$ cat config.mk
export PLATFORM = sky130hd
export DESIGN_NAME = vlane_alu
export DESIGN_NICKNAME = d
export VERILOG_FILES = /design/src/vlane_alu_pkg.sv /design/src/alu_pipe_ctrl.sv /design/src/alu_operand_stage.sv /design/src/alu_compare_unit.sv /design/src/alu_arith_unit.sv /design/src/alu_result_stage.sv /design/src/vlane_alu.sv
export SDC_FILE = /design/constraint.sdc
export NUM_CORES = 2
export LEC_CHECK = 0
export ABC_AREA = 1
export BUFFER_PORTS_ARGS = -buffer_cell sky130_fd_sc_hd__buf_4
export CAP_MARGIN = 10
export CORE_MARGIN = 2
export CORE_UTILIZATION = 35
export DETAILED_ROUTE_END_ITERATION = 6
export SYNTH_ARGS = -nofsm -noshare
export SYNTH_HDL_FRONTEND = slang
export SYNTH_HIERARCHICAL = 1
export SYNTH_SLANG_ARGS = --single-unit
$ cat constraint.sdc
create_clock -name clk -period 13.6 [get_ports clk]
set_clock_uncertainty 0.1 [all_clocks]
set_input_delay 1.36 -clock clk [delete_from_list [all_inputs] [get_ports clk]]
set_output_delay 1.36 -clock clk [all_outputs]
set_load 0.03 [all_outputs]
$ cat src/vlane_alu_pkg.sv
`default_nettype none

package vlane_alu_pkg;

   localparam int DATA_W = 32;              // element lane width
   localparam int PROD_W = 2 * DATA_W;      // full product width

   // opcodes 16..31 are illegal
   typedef enum logic [4:0] {
      OP_ADD   = 5'd0,
      OP_SUB   = 5'd1,
      OP_AND   = 5'd2,
      OP_OR    = 5'd3,
      OP_XOR   = 5'd4,
      OP_SLT   = 5'd5,
      OP_SLTU  = 5'd6,
      OP_SEQ   = 5'd7,
      OP_SNE   = 5'd8,
      OP_SLE   = 5'd9,
      OP_SLEU  = 5'd10,
      OP_SGT   = 5'd11,
      OP_SGTU  = 5'd12,
      OP_MUL   = 5'd13,
      OP_MULH  = 5'd14,
      OP_MULHU = 5'd15
   } alu_op_e;

   typedef enum logic [1:0] {
      SEW_8  = 2'd0,
      SEW_16 = 2'd1,
      SEW_32 = 2'd2                         // encoding 3 is illegal
   } sew_e;

   // operands of these ops are sign extended from sew
   function automatic logic is_signed_op(input alu_op_e op);
      return op inside {OP_ADD, OP_SUB, OP_SLT, OP_SLE, OP_SGT, OP_SEQ, OP_SNE,
                        OP_MUL, OP_MULH};
   endfunction

   function automatic logic is_compare_op(input alu_op_e op);
      return op inside {OP_SLT, OP_SLTU, OP_SEQ, OP_SNE, OP_SLE, OP_SLEU, OP_SGT,
                        OP_SGTU};
   endfunction

   function automatic logic is_mulh_op(input alu_op_e op);
      return op inside {OP_MULH, OP_MULHU};
   endfunction

   function automatic logic [5:0] sew_bits(input sew_e sew);
      case (sew)
         SEW_8:   return 6'd8;
         SEW_16:  return 6'd16;
         default: return 6'd32;
      endcase
   endfunction

   // widen the low sew bits of val to a full lane, signed when sgn is set
   function automatic logic [DATA_W-1:0] sew_extend(input logic [DATA_W-1:0] val,
                                                    input sew_e sew, input logic sgn);
      case (sew)
         SEW_8:   return {{(DATA_W-8){sgn & val[7]}}, val[7:0]};
         SEW_16:  return {{(DATA_W-16){sgn & val[15]}}, val[15:0]};
         default: return val;
      endcase
   endfunction

endpackage

`default_nettype wire

$ cat src/alu_pipe_ctrl.sv
`timescale 1ns/100ps
`default_nettype none

module alu_pipe_ctrl (
   input  wire logic                   clk,
   input  wire logic                   rstn,
   input  wire logic                   alu_vld_i,
   input  wire vlane_alu_pkg::alu_op_e alu_op_i,
   input  wire vlane_alu_pkg::sew_e    sew_i,
   output logic                        vld_s1_o,
   output logic                        vld_s2_o,
   output logic                        alu_vld_o,
   output vlane_alu_pkg::alu_op_e      op_s1_o,
   output vlane_alu_pkg::alu_op_e      op_s2_o,
   output vlane_alu_pkg::sew_e         sew_s1_o,
   output vlane_alu_pkg::sew_e         sew_s2_o
);
   import vlane_alu_pkg::*;

   // valid chain with one bit per stage
   always_ff @(posedge clk)
   begin
      if (!rstn)
      begin
         vld_s1_o  <= 1'b0;
         vld_s2_o  <= 1'b0;
         alu_vld_o <= 1'b0;
      end
      else
      begin
         vld_s1_o  <= alu_vld_i;            // operand regs load together with this
         vld_s2_o  <= vld_s1_o;             // compare and arith results ready
         alu_vld_o <= vld_s2_o;             // lines up with result_o
      end
   end

   // opcode and sew follow their element down the pipe
   always_ff @(posedge clk)
   begin
      op_s1_o  <= alu_op_i;
      sew_s1_o <= sew_i;
      op_s2_o  <= op_s1_o;
      sew_s2_o <= sew_s1_o;
   end

   // only defined opcodes and element widths may enter the lane
   a_legal_input: assert property (@(posedge clk) disable iff (!rstn)
      alu_vld_i |-> (alu_op_i <= OP_MULHU) && (sew_i <= SEW_32));

   // the strobe and the fields it qualifies arrive fully driven
   a_known_input: assert property (@(posedge clk) disable iff (!rstn)
      !$isunknown(alu_vld_i) && (!alu_vld_i || !$isunknown({alu_op_i, sew_i})));

endmodule

`default_nettype wire

$ cat src/alu_operand_stage.sv
`timescale 1ns/100ps
`default_nettype none

module alu_operand_stage (
   input  wire logic                                clk,
   input  wire logic [vlane_alu_pkg::DATA_W-1:0]    op1_i,
   input  wire logic [vlane_alu_pkg::DATA_W-1:0]    op2_i,
   input  wire vlane_alu_pkg::alu_op_e              op_s1_i,
   input  wire vlane_alu_pkg::sew_e                 sew_s1_i,
   output logic      [vlane_alu_pkg::DATA_W-1:0]    ext_a_o,
   output logic      [vlane_alu_pkg::DATA_W-1:0]    ext_b_o
);
   import vlane_alu_pkg::*;

   logic [DATA_W-1:0] op1_q;                // raw operand a
   logic [DATA_W-1:0] op2_q;                // raw operand b
   logic              sext;                 // sign extend this element

   // free running, the valid chain tells later stages what to keep
   always_ff @(posedge clk)
   begin
      op1_q <= op1_i;
      op2_q <= op2_i;
   end

   assign sext = is_signed_op(op_s1_i);     // signed ops widen with the sew msb

   // only the low sew bits of each operand carry the element
   always_comb
   begin
      ext_a_o = sew_extend(op1_q, sew_s1_i, sext);
      ext_b_o = sew_extend(op2_q, sew_s1_i, sext);
   end

endmodule

`default_nettype wire

$ cat src/alu_compare_unit.sv
`timescale 1ns/100ps
`default_nettype none

module alu_compare_unit (
   input  wire logic                                clk,
   input  wire logic                                vld_s1_i,
   input  wire vlane_alu_pkg::alu_op_e              op_s1_i,
   input  wire logic [vlane_alu_pkg::DATA_W-1:0]    ext_a_i,
   input  wire logic [vlane_alu_pkg::DATA_W-1:0]    ext_b_i,
   output logic                                     cmp_flag_o
);
   import vlane_alu_pkg::*;

   logic lt;                                // a below b in the op's order
   logic eq;                                // a equals b
   logic cmp_next;

   always_comb
   begin
      eq = (ext_a_i == ext_b_i);
      if (is_signed_op(op_s1_i))
         lt = ($signed(ext_a_i) < $signed(ext_b_i));
      else
         lt = (ext_a_i < ext_b_i);          // sltu, sleu, sgtu
      case (op_s1_i)
         OP_SLT, OP_SLTU: cmp_next = lt;
         OP_SLE, OP_SLEU: cmp_next = lt | eq;
         OP_SGT, OP_SGTU: cmp_next = ~(lt | eq);
         OP_SEQ:          cmp_next = eq;
         OP_SNE:          cmp_next = ~eq;
         default:         cmp_next = 1'b0;  // not a compare
      endcase
   end

   always_ff @(posedge clk)
   begin
      if (vld_s1_i)
      begin
         cmp_flag_o <= cmp_next;
      end
   end

endmodule

`default_nettype wire

$ cat src/alu_arith_unit.sv
`timescale 1ns/100ps
`default_nettype none

module alu_arith_unit (
   input  wire logic                                clk,
   input  wire logic                                vld_s1_i,
   input  wire vlane_alu_pkg::alu_op_e              op_s1_i,
   input  wire logic [vlane_alu_pkg::DATA_W-1:0]    ext_a_i,
   input  wire logic [vlane_alu_pkg::DATA_W-1:0]    ext_b_i,
   output logic      [vlane_alu_pkg::DATA_W-1:0]    alu_res_o,
   output logic      [vlane_alu_pkg::PROD_W-1:0]    prod_o
);
   import vlane_alu_pkg::*;

   logic [DATA_W-1:0] res_next;             // add/sub/logic result
   logic [PROD_W-1:0] a_wide;               // operand a at product width
   logic [PROD_W-1:0] b_wide;               // operand b at product width
   logic [PROD_W-1:0] prod_next;
   logic              mul_signed;           // mul and mulh, not mulhu

   always_comb
   begin
      case (op_s1_i)
         OP_ADD:  res_next = ext_a_i + ext_b_i;
         OP_SUB:  res_next = ext_a_i - ext_b_i;
         OP_AND:  res_next = ext_a_i & ext_b_i;
         OP_OR:   res_next = ext_a_i | ext_b_i;
         OP_XOR:  res_next = ext_a_i ^ ext_b_i;
         default: res_next = '0;            // compares and multiplies go elsewhere
      endcase
   end

   assign mul_signed = is_signed_op(op_s1_i);

   // widen to 64 bits so one unsigned multiply covers both signed cases
   always_comb
   begin
      if (mul_signed)
      begin
         a_wide = {{DATA_W{ext_a_i[DATA_W-1]}}, ext_a_i};
         b_wide = {{DATA_W{ext_b_i[DATA_W-1]}}, ext_b_i};
      end
      else
      begin
         a_wide = {{DATA_W{1'b0}}, ext_a_i};
         b_wide = {{DATA_W{1'b0}}, ext_b_i};
      end
      prod_next = a_wide * b_wide;          // low 64 bits are exact
   end

   // both results hold while no element is in stage 1
   always_ff @(posedge clk)
   begin
      if (vld_s1_i)
      begin
         alu_res_o <= res_next;
         prod_o    <= prod_next;
      end
   end

endmodule

`default_nettype wire

$ cat src/alu_result_stage.sv
`timescale 1ns/100ps
`default_nettype none

module alu_result_stage (
   input  wire logic                                clk,
   input  wire logic                                vld_s2_i,
   input  wire vlane_alu_pkg::alu_op_e              op_s2_i,
   input  wire vlane_alu_pkg::sew_e                 sew_s2_i,
   input  wire logic                                cmp_flag_i,
   input  wire logic [vlane_alu_pkg::DATA_W-1:0]    alu_res_i,
   input  wire logic [vlane_alu_pkg::PROD_W-1:0]    prod_i,
   output logic      [vlane_alu_pkg::DATA_W-1:0]    result_o
);
   import vlane_alu_pkg::*;

   logic [DATA_W-1:0] hi_half;              // product bits from sew upward
   logic [DATA_W-1:0] res_sel;

   // bits [2*sew-1:sew] land in the low sew bits and sew_extend trims the rest
   assign hi_half = DATA_W'(prod_i >> sew_bits(sew_s2_i));

   always_comb
   begin
      if (is_compare_op(op_s2_i))
         res_sel = {{(DATA_W-1){1'b0}}, cmp_flag_i};    // flag in bit 0 only
      else if (is_mulh_op(op_s2_i))
         res_sel = sew_extend(hi_half, sew_s2_i, is_signed_op(op_s2_i));
      else if (op_s2_i == OP_MUL)
         res_sel = prod_i[DATA_W-1:0];     // low half of the product
      else
         res_sel = alu_res_i;
   end

   // output holds its last value between elements
   always_ff @(posedge clk)
   begin
      if (vld_s2_i)
      begin
         result_o <= res_sel;
      end
   end

   // extended operands keep a product within 2*sew bits so trimming loses nothing
   a_mulh_fits: assert property (@(posedge clk)
      vld_s2_i && is_mulh_op(op_s2_i) |-> res_sel == hi_half);

endmodule

`default_nettype wire

$ cat src/vlane_alu.sv
`timescale 1ns/100ps
`default_nettype none

module vlane_alu (
   input  wire logic                                clk,
   input  wire logic                                rstn,
   input  wire logic                                alu_vld_i,
   input  wire vlane_alu_pkg::alu_op_e              alu_op_i,
   input  wire vlane_alu_pkg::sew_e                 sew_i,
   input  wire logic [vlane_alu_pkg::DATA_W-1:0]    op1_i,
   input  wire logic [vlane_alu_pkg::DATA_W-1:0]    op2_i,
   output logic                                     alu_vld_o,
   output logic      [vlane_alu_pkg::DATA_W-1:0]    result_o
);
   import vlane_alu_pkg::*;

   logic              vld_s1;               // element in operand stage
   logic              vld_s2;               // element in result stage
   alu_op_e           op_s1;
   alu_op_e           op_s2;
   sew_e              sew_s1;
   sew_e              sew_s2;
   logic [DATA_W-1:0] ext_a;                // extended operands
   logic [DATA_W-1:0] ext_b;
   logic              cmp_flag;
   logic [DATA_W-1:0] alu_res;
   logic [PROD_W-1:0] prod;

   alu_pipe_ctrl u_pipe_ctrl (
      .clk       (clk),
      .rstn      (rstn),
      .alu_vld_i (alu_vld_i),
      .alu_op_i  (alu_op_i),
      .sew_i     (sew_i),
      .vld_s1_o  (vld_s1),
      .vld_s2_o  (vld_s2),
      .alu_vld_o (alu_vld_o),
      .op_s1_o   (op_s1),
      .op_s2_o   (op_s2),
      .sew_s1_o  (sew_s1),
      .sew_s2_o  (sew_s2)
   );

   alu_operand_stage u_operand_stage (
      .clk      (clk),
      .op1_i    (op1_i),
      .op2_i    (op2_i),
      .op_s1_i  (op_s1),
      .sew_s1_i (sew_s1),
      .ext_a_o  (ext_a),
      .ext_b_o  (ext_b)
   );

   alu_compare_unit u_compare_unit (
      .clk        (clk),
      .vld_s1_i   (vld_s1),
      .op_s1_i    (op_s1),
      .ext_a_i    (ext_a),
      .ext_b_i    (ext_b),
      .cmp_flag_o (cmp_flag)
   );

   alu_arith_unit u_arith_unit (
      .clk       (clk),
      .vld_s1_i  (vld_s1),
      .op_s1_i   (op_s1),
      .ext_a_i   (ext_a),
      .ext_b_i   (ext_b),
      .alu_res_o (alu_res),
      .prod_o    (prod)
   );

   alu_result_stage u_result_stage (
      .clk        (clk),
      .vld_s2_i   (vld_s2),
      .op_s2_i    (op_s2),
      .sew_s2_i   (sew_s2),
      .cmp_flag_i (cmp_flag),
      .alu_res_i  (alu_res),
      .prod_i     (prod),
      .result_o   (result_o)
   );

endmodule

`default_nettype wire

# Word-level counts from Yosys, hierarchy flattened
# Cells that the tools add are included.
[classes]
n_addsub = 2
n_mul = 1
order_cmp = 2
n_eq_ne = 29
n_shift = 1
muxes = 12
bitwise_logic = 12
reduce_logical = 11
[ops]
columns = ["operator", "count"]
rows = [
  ["$pmux 32 s2", 3],
  ["$pmux 32 s5", 1],
  ["$mux 64", 2],
  ["$eq 5x4->1 const B", 15],
  ["$lt 32x32->1", 2],
  ["$mul 64x64->64", 1],
  ["$mux 32", 2],
  ["$shr 64x6->32", 1],
  ["$eq 5x3->1 const B", 7],
  ["$add 32x32->32", 1],
  ["$and 32x32->32", 1],
  ["$eq 32x32->1", 1],
  ["$or 32x32->32", 1],
  ["$sub 32x32->32", 1],
  ["$xor 32x32->32", 1],
  ["$reduce_bool 9->1", 2],
  ["$pmux 6 s2", 1],
  ["$eq 5x1->1 const B", 2],
  ["$eq 5x2->1 const B", 2],
  ["$logic_not 5->1", 2],
  ["$reduce_bool 8->1", 1],
  ["$and 1x1->1", 6],
  ["$reduce_or 2->1", 3],
  ["$pmux 1 s5", 1],
  ["6 further kinds", 10],
]
[word_totals]
register_bits = 210
inputBits = 74
out_inout_bits = 33

# Logic depth before layout (Yosys ltp)
[depth]
ltp_word = 9
ltp_mapped = 49

# Hierarchy
# Netlist, hierarchy kept.
[by_module_without_submodules]
columns = ["module", "n_inst", "cells_each", "area_per_inst_um2", "seq_area_each_um2"]
rows = [
  ["alu_arith_unit", 1, 6652, 55836.1, 2882.8],
  ["alu_result_stage", 1, 330, 2429.8, 960.9],
  ["alu_operand_stage", 1, 207, 1941.9, 1281.2],
  ["alu_compare_unit", 1, 184, 1099.8, 30.0],
  ["alu_pipe_ctrl", 1, 23, 362.8, 340.3],
]

# Worst setup path after synthesis
# OpenSTA, ideal clock, no wires.
[synth_path]
path_type = "flip-flop to flip-flop"
from = "register u_pipe_ctrl.op_s1_o[3]"
to = "register u_arith_unit/prod_o[63] (netlist name), data pin"
arrival_ns = 9.193
required_time_ns = 13.248
setup_slack_ns = 4.055
path_stages_with_launch = 37
n_path_buf = 3
period_less_slack_ns = 9.545
path_cell_list = "dfxtp_1 nand2_1 a21oi_4 nand3_2 buf_6 nand2_1 clkbuf_1 clkbuf_1 nand2_1 nor2_1 fa_1 inv_1 fa_1 inv_1 fa_1 inv_1 fa_1 inv_1 fa_1 fa_1 fa_1 inv_1 fa_1 fa_1 inv_1 fa_1 ha_1 nand2_1 nor2_1 inv_1 o21ai_0 nand2_1 nand3_1 o21bai_1 inv_1 nand3_1 nand2_1"
[synth_via]
elab_chain_cells = 6
[synth_rtl]
columns = ["item", "line_no", "text"]
rows = [
  ["start: declaration", "alu_pipe_ctrl.sv:13", "output vlane_alu_pkg::alu_op_e op_s1_o,"],
  ["start signal: assignment", "alu_pipe_ctrl.sv:40", "op_s1_o <= alu_op_i;"],
  ["$eq 5x1->1 (tied with other cells)", "vlane_alu_pkg.sv:36", "return op inside {OP_ADD, OP_SUB, OP_SLT, OP_SLE, OP_SGT, OP_SEQ, OP_SNE,"],
  ["$reduce_bool 9->1 (*)", "vlane_alu_pkg.sv:36", ""],
  ["$and 1x1->1 (on tied branches)", "vlane_alu_pkg.sv:62, vlane_alu_pkg.sv:61", ""],
  ["$pmux 32 s2 (*)", "vlane_alu_pkg.sv:60", "case (sew)"],
  ["named net ext_a[31]", "vlane_alu.sv:23", "logic [DATA_W-1:0] ext_a;"],
  ["$mux 64 (*)", "alu_arith_unit.sv:38", "if (mul_signed)"],
  ["$mul 64x64->64 (*)", "alu_arith_unit.sv:48", "prod_next = a_wide * b_wide;"],
  ["named net u_arith_unit.prod_next[63]", "alu_arith_unit.sv:18", "logic [PROD_W-1:0] prod_next;"],
  ["end signal: assignment", "alu_arith_unit.sv:57", "prod_o <= prod_next;"],
  ["end: declaration", "alu_arith_unit.sv:11", "output logic [vlane_alu_pkg::PROD_W-1:0] prod_o"],
]
# Mark *: on every way through the listed nets, which the timed path passes. The rest lies on a longest branch.
# A chain may end at the register's enable or synchronous reset.

# Worst setup path in the final report
[layout_path]
from = "register u_pipe_ctrl.op_s1_o[1]"
to = "register u_arith_unit/prod_o[60] (netlist name), data pin"
# The elaborated chain is that of the path after synthesis.

==> impl_metrics.env <==
export IMPL_hold_class="register to register"
export IMPL_cts_root_buffer_cell="clkbuf_16"
export IMPL_drc_errors=0
export IMPL_gr_total_overflow=0
export IMPL_drtAntennaViolNets=0
export IMPL_setup_slack_ns=1.86
export IMPL_start_kind="register"
export IMPL_dpl_cell_count=9670
export IMPL_dpl_hpwl_um=186000
export IMPL_syn_avg_cell_area_um2=8.34
export IMPL_vias_per_cell=4.90
export IMPL_final_common_cell="inv_1"
export IMPL_grt_pass1_wl_um=329000
export IMPL_die_area_um2=180000
export IMPL_cts_tree="built"
export IMPL_grt_total_usage=0.248
export IMPL_maxCapViolCount=0
export IMPL_fin_cells=9712
export IMPL_dp_slack_ns=1.92
export IMPL_grt_pass1_vias=51300
export IMPL_cpMaxStageDelayCell="fa_1"
export IMPL_yosysWarnings=6
export IMPL_ios=107
export IMPL_ys_top_cells_by_area="fa_1 (46%), inv_1 (14%), nand2_1 (10%), ha_1 (8.9%), edfxtp_1 (6.3%)"
export IMPL_die_h_um=424
export IMPL_wl_per_cell_um=22.8
export IMPL_die_x_um=424
export IMPL_tightest_slew_ns=1.29
export IMPL_grt_max_degree=79
export IMPL_core_um2=176000
export IMPL_fillers=18000
export IMPL_row_count=154
export IMPL_syn_area_um2=61700
export IMPL_path_clk_slew_ns=0.07
export IMPL_ys_ff_latch=210
export IMPL_setup_viol=0
export IMPL_clock_latency_ns=0.57
export IMPL_cp_arrival_ns=12.02
export IMPL_vias=47600
export IMPL_cts_resized=0
export IMPL_dpl_instance_area_um2=65100
export IMPL_slew_headroom=0.135
export IMPL_rsz0062_at_grt="false"
export IMPL_yosysTopAreaCellShare=0.461
export IMPL_final_layout_size_suffix_gt1_frac=0.0540
export IMPL_min_period_ns=11.74
export IMPL_drt_first_pass_iters=6
export IMPL_synth_distinct_cells=60
export IMPL_clock_sinks=210
export IMPL_yosys_area_top_type="fa_1"
export IMPL_drv_slew=0
export IMPL_drtIter0Drc=3838
export IMPL_antenna_found_initial=10
export IMPL_status="finished clean"
export IMPL_clockBufferDepth=3
export IMPL_cts_setup_buffers=0
export IMPL_area_delta_synth_final_pct=6.82
export IMPL_synthCells=7396
export IMPL_endpoint_kind="register"
export IMPL_start_util=0.351
export IMPL_fmax_mhz=85.2
export IMPL_cp_max_fo=16
export IMPL_worstSetupPathType="register to register"
export IMPL_ys_seq_area_frac=0.0891
export IMPL_critical_path_required_ns=13.88
export IMPL_cp_common_cell="fa_1"
export IMPL_final_hold_viol_count=0
export IMPL_numCtsBuffers=22
export IMPL_mostFrequentLayoutCells="inv_1 (2263), nand2_1 (1630), fa_1 (1419)"
export IMPL_cts_htree_levels=1
export IMPL_port_buffers=106
export IMPL_max_stage_delay_ns=0.95
export IMPL_gp_congestion=1.02
export IMPL_wl_um=221000
export IMPL_synth_fp_nets=9327
export IMPL_period_share=0.863
export IMPL_finalNetCount=9285
export IMPL_finalSetupTns_ns=0
export IMPL_hold_buffers=0
export IMPL_final_cell_area_um2=65900
-- flip-flops by register name (all words and copies together), names as in the netlist --
register and cells:
u_result_stage/result_o 32, u_pipe_ctrl/op_s2_o 5, u_arith_unit/prod_o 64, u_pipe_ctrl/sew_s1_o 2
u_pipe_ctrl/alu_vld_o 1, u_pipe_ctrl/sew_s2_o 2, u_arith_unit/alu_res_o 32, u_pipe_ctrl/vld_s2_o 1
u_pipe_ctrl/op_s1_o 5, u_operand_stage/op2_q 32, u_pipe_ctrl/vld_s1_o 1, u_compare_unit/cmp_flag_o 1
u_operand_stage/op1_q 32
-- cell type report --
type | instances | area (um^2) | share of cell area
multi-input combinational | 4620 | 46400 | 0.705
inverter | 2280 | 8570 | 0.130
sequential | 210 | 5510 | 0.0836
tap | 2340 | 2930 | 0.0444
timing repair buffer | 220 | 1650 | 0.0251
clock buffer | 29 | 672 | 0.0102
clock inverter | 11 | 130 | 0.00198
antenna | 2 | 5.00 | 0.0000760
-- routing by layer --
metal | routed length, um | GRT usage | vias up | share of wire
met5 | 46 | 0 | - | 0.00021
met4 | 10500 | 0.0993 | 8 | 0.047
li1 | - | - | 21000 | -
met1 | 91000 | 0.325 | 24300 | 0.41
met2 | 102000 | 0.409 | 1889 | 0.46
met3 | 17600 | 0.0418 | 391 | 0.079
-- critical path: cells and delay by family, from the launching register on --
family,cells,cell delay (ns)
xor gates and xnor gates,1,0.22
adders and majority gates,11,6.02
AOI/OAI and AO/OA,1,0.25
buffers and inverters,8,1.16
DFF,1,0.58
and+or+nand+nor,12,3.17
-- per-stage QoR --
step,hold slack [ns],util
floorplan,0.251,-
global placement,0.326,0.371
detailed placement,0.322,0.371
CTS,0.336,0.375
global route,0.340,0.375
finish,0.325,0.375
-- synthesized netlist by cell type, drive strengths merged --
cell type,instances
inv,2277
nand2,1662
fa,1419
ha,438
nor2,301
clkbuf,236
a21oi,214
o21ai,144
edfxtp,129
nand3,110
dfxtp,81
xor2,80
buf,50
nor3,41
or2,30
xnor2,29
o2111ai,18
nand4,17
o21a,15
a21o,14
a221oi,13
a31oi,13
o21bai,12
a21boi,8
nand3b,7
nor4,6
o211ai,6
a211oi,5
and3,5
a22oi,3
clkinv,3
o221ai,3
and2,2
o22ai,2
o31ai,2
o41ai,1
-- logic make-up after synthesis --
| group | Yosys count | synth area share |
|---|---|---|
| buf+inv | 2566 | 0.159 |
| simple gates | 2181 | 0.142 |
| compound gates | 473 | 0.0451 |
| xor+xnor | 109 | 0.0155 |
| flops | 210 | 0.0891 |
| fa+ha+maj | 1857 | 0.549 |
-- path summary, 6_finish.rpt --
| kind | cells after the start | endpoint | slack [ns] | startpoint |
|---|---|---|---|---|
| max reg2reg | 33 | u_arith_unit/prod_o[60] | 1.86 | u_pipe_ctrl/op_s1_o[1] |
| min reg2reg | 0 | u_pipe_ctrl/sew_s2_o[0] | 0.32 | u_pipe_ctrl/sew_s1_o[0] |
| max | 33 | u_arith_unit/prod_o[60] | 1.86 | u_pipe_ctrl/op_s1_o[1] |
| min | 0 | u_pipe_ctrl/sew_s2_o[0] | 0.32 | u_pipe_ctrl/sew_s1_o[0] |
Power is not shown: default switching activity piles up to over one toggle a cycle in this logic, so the estimate is an artifact.
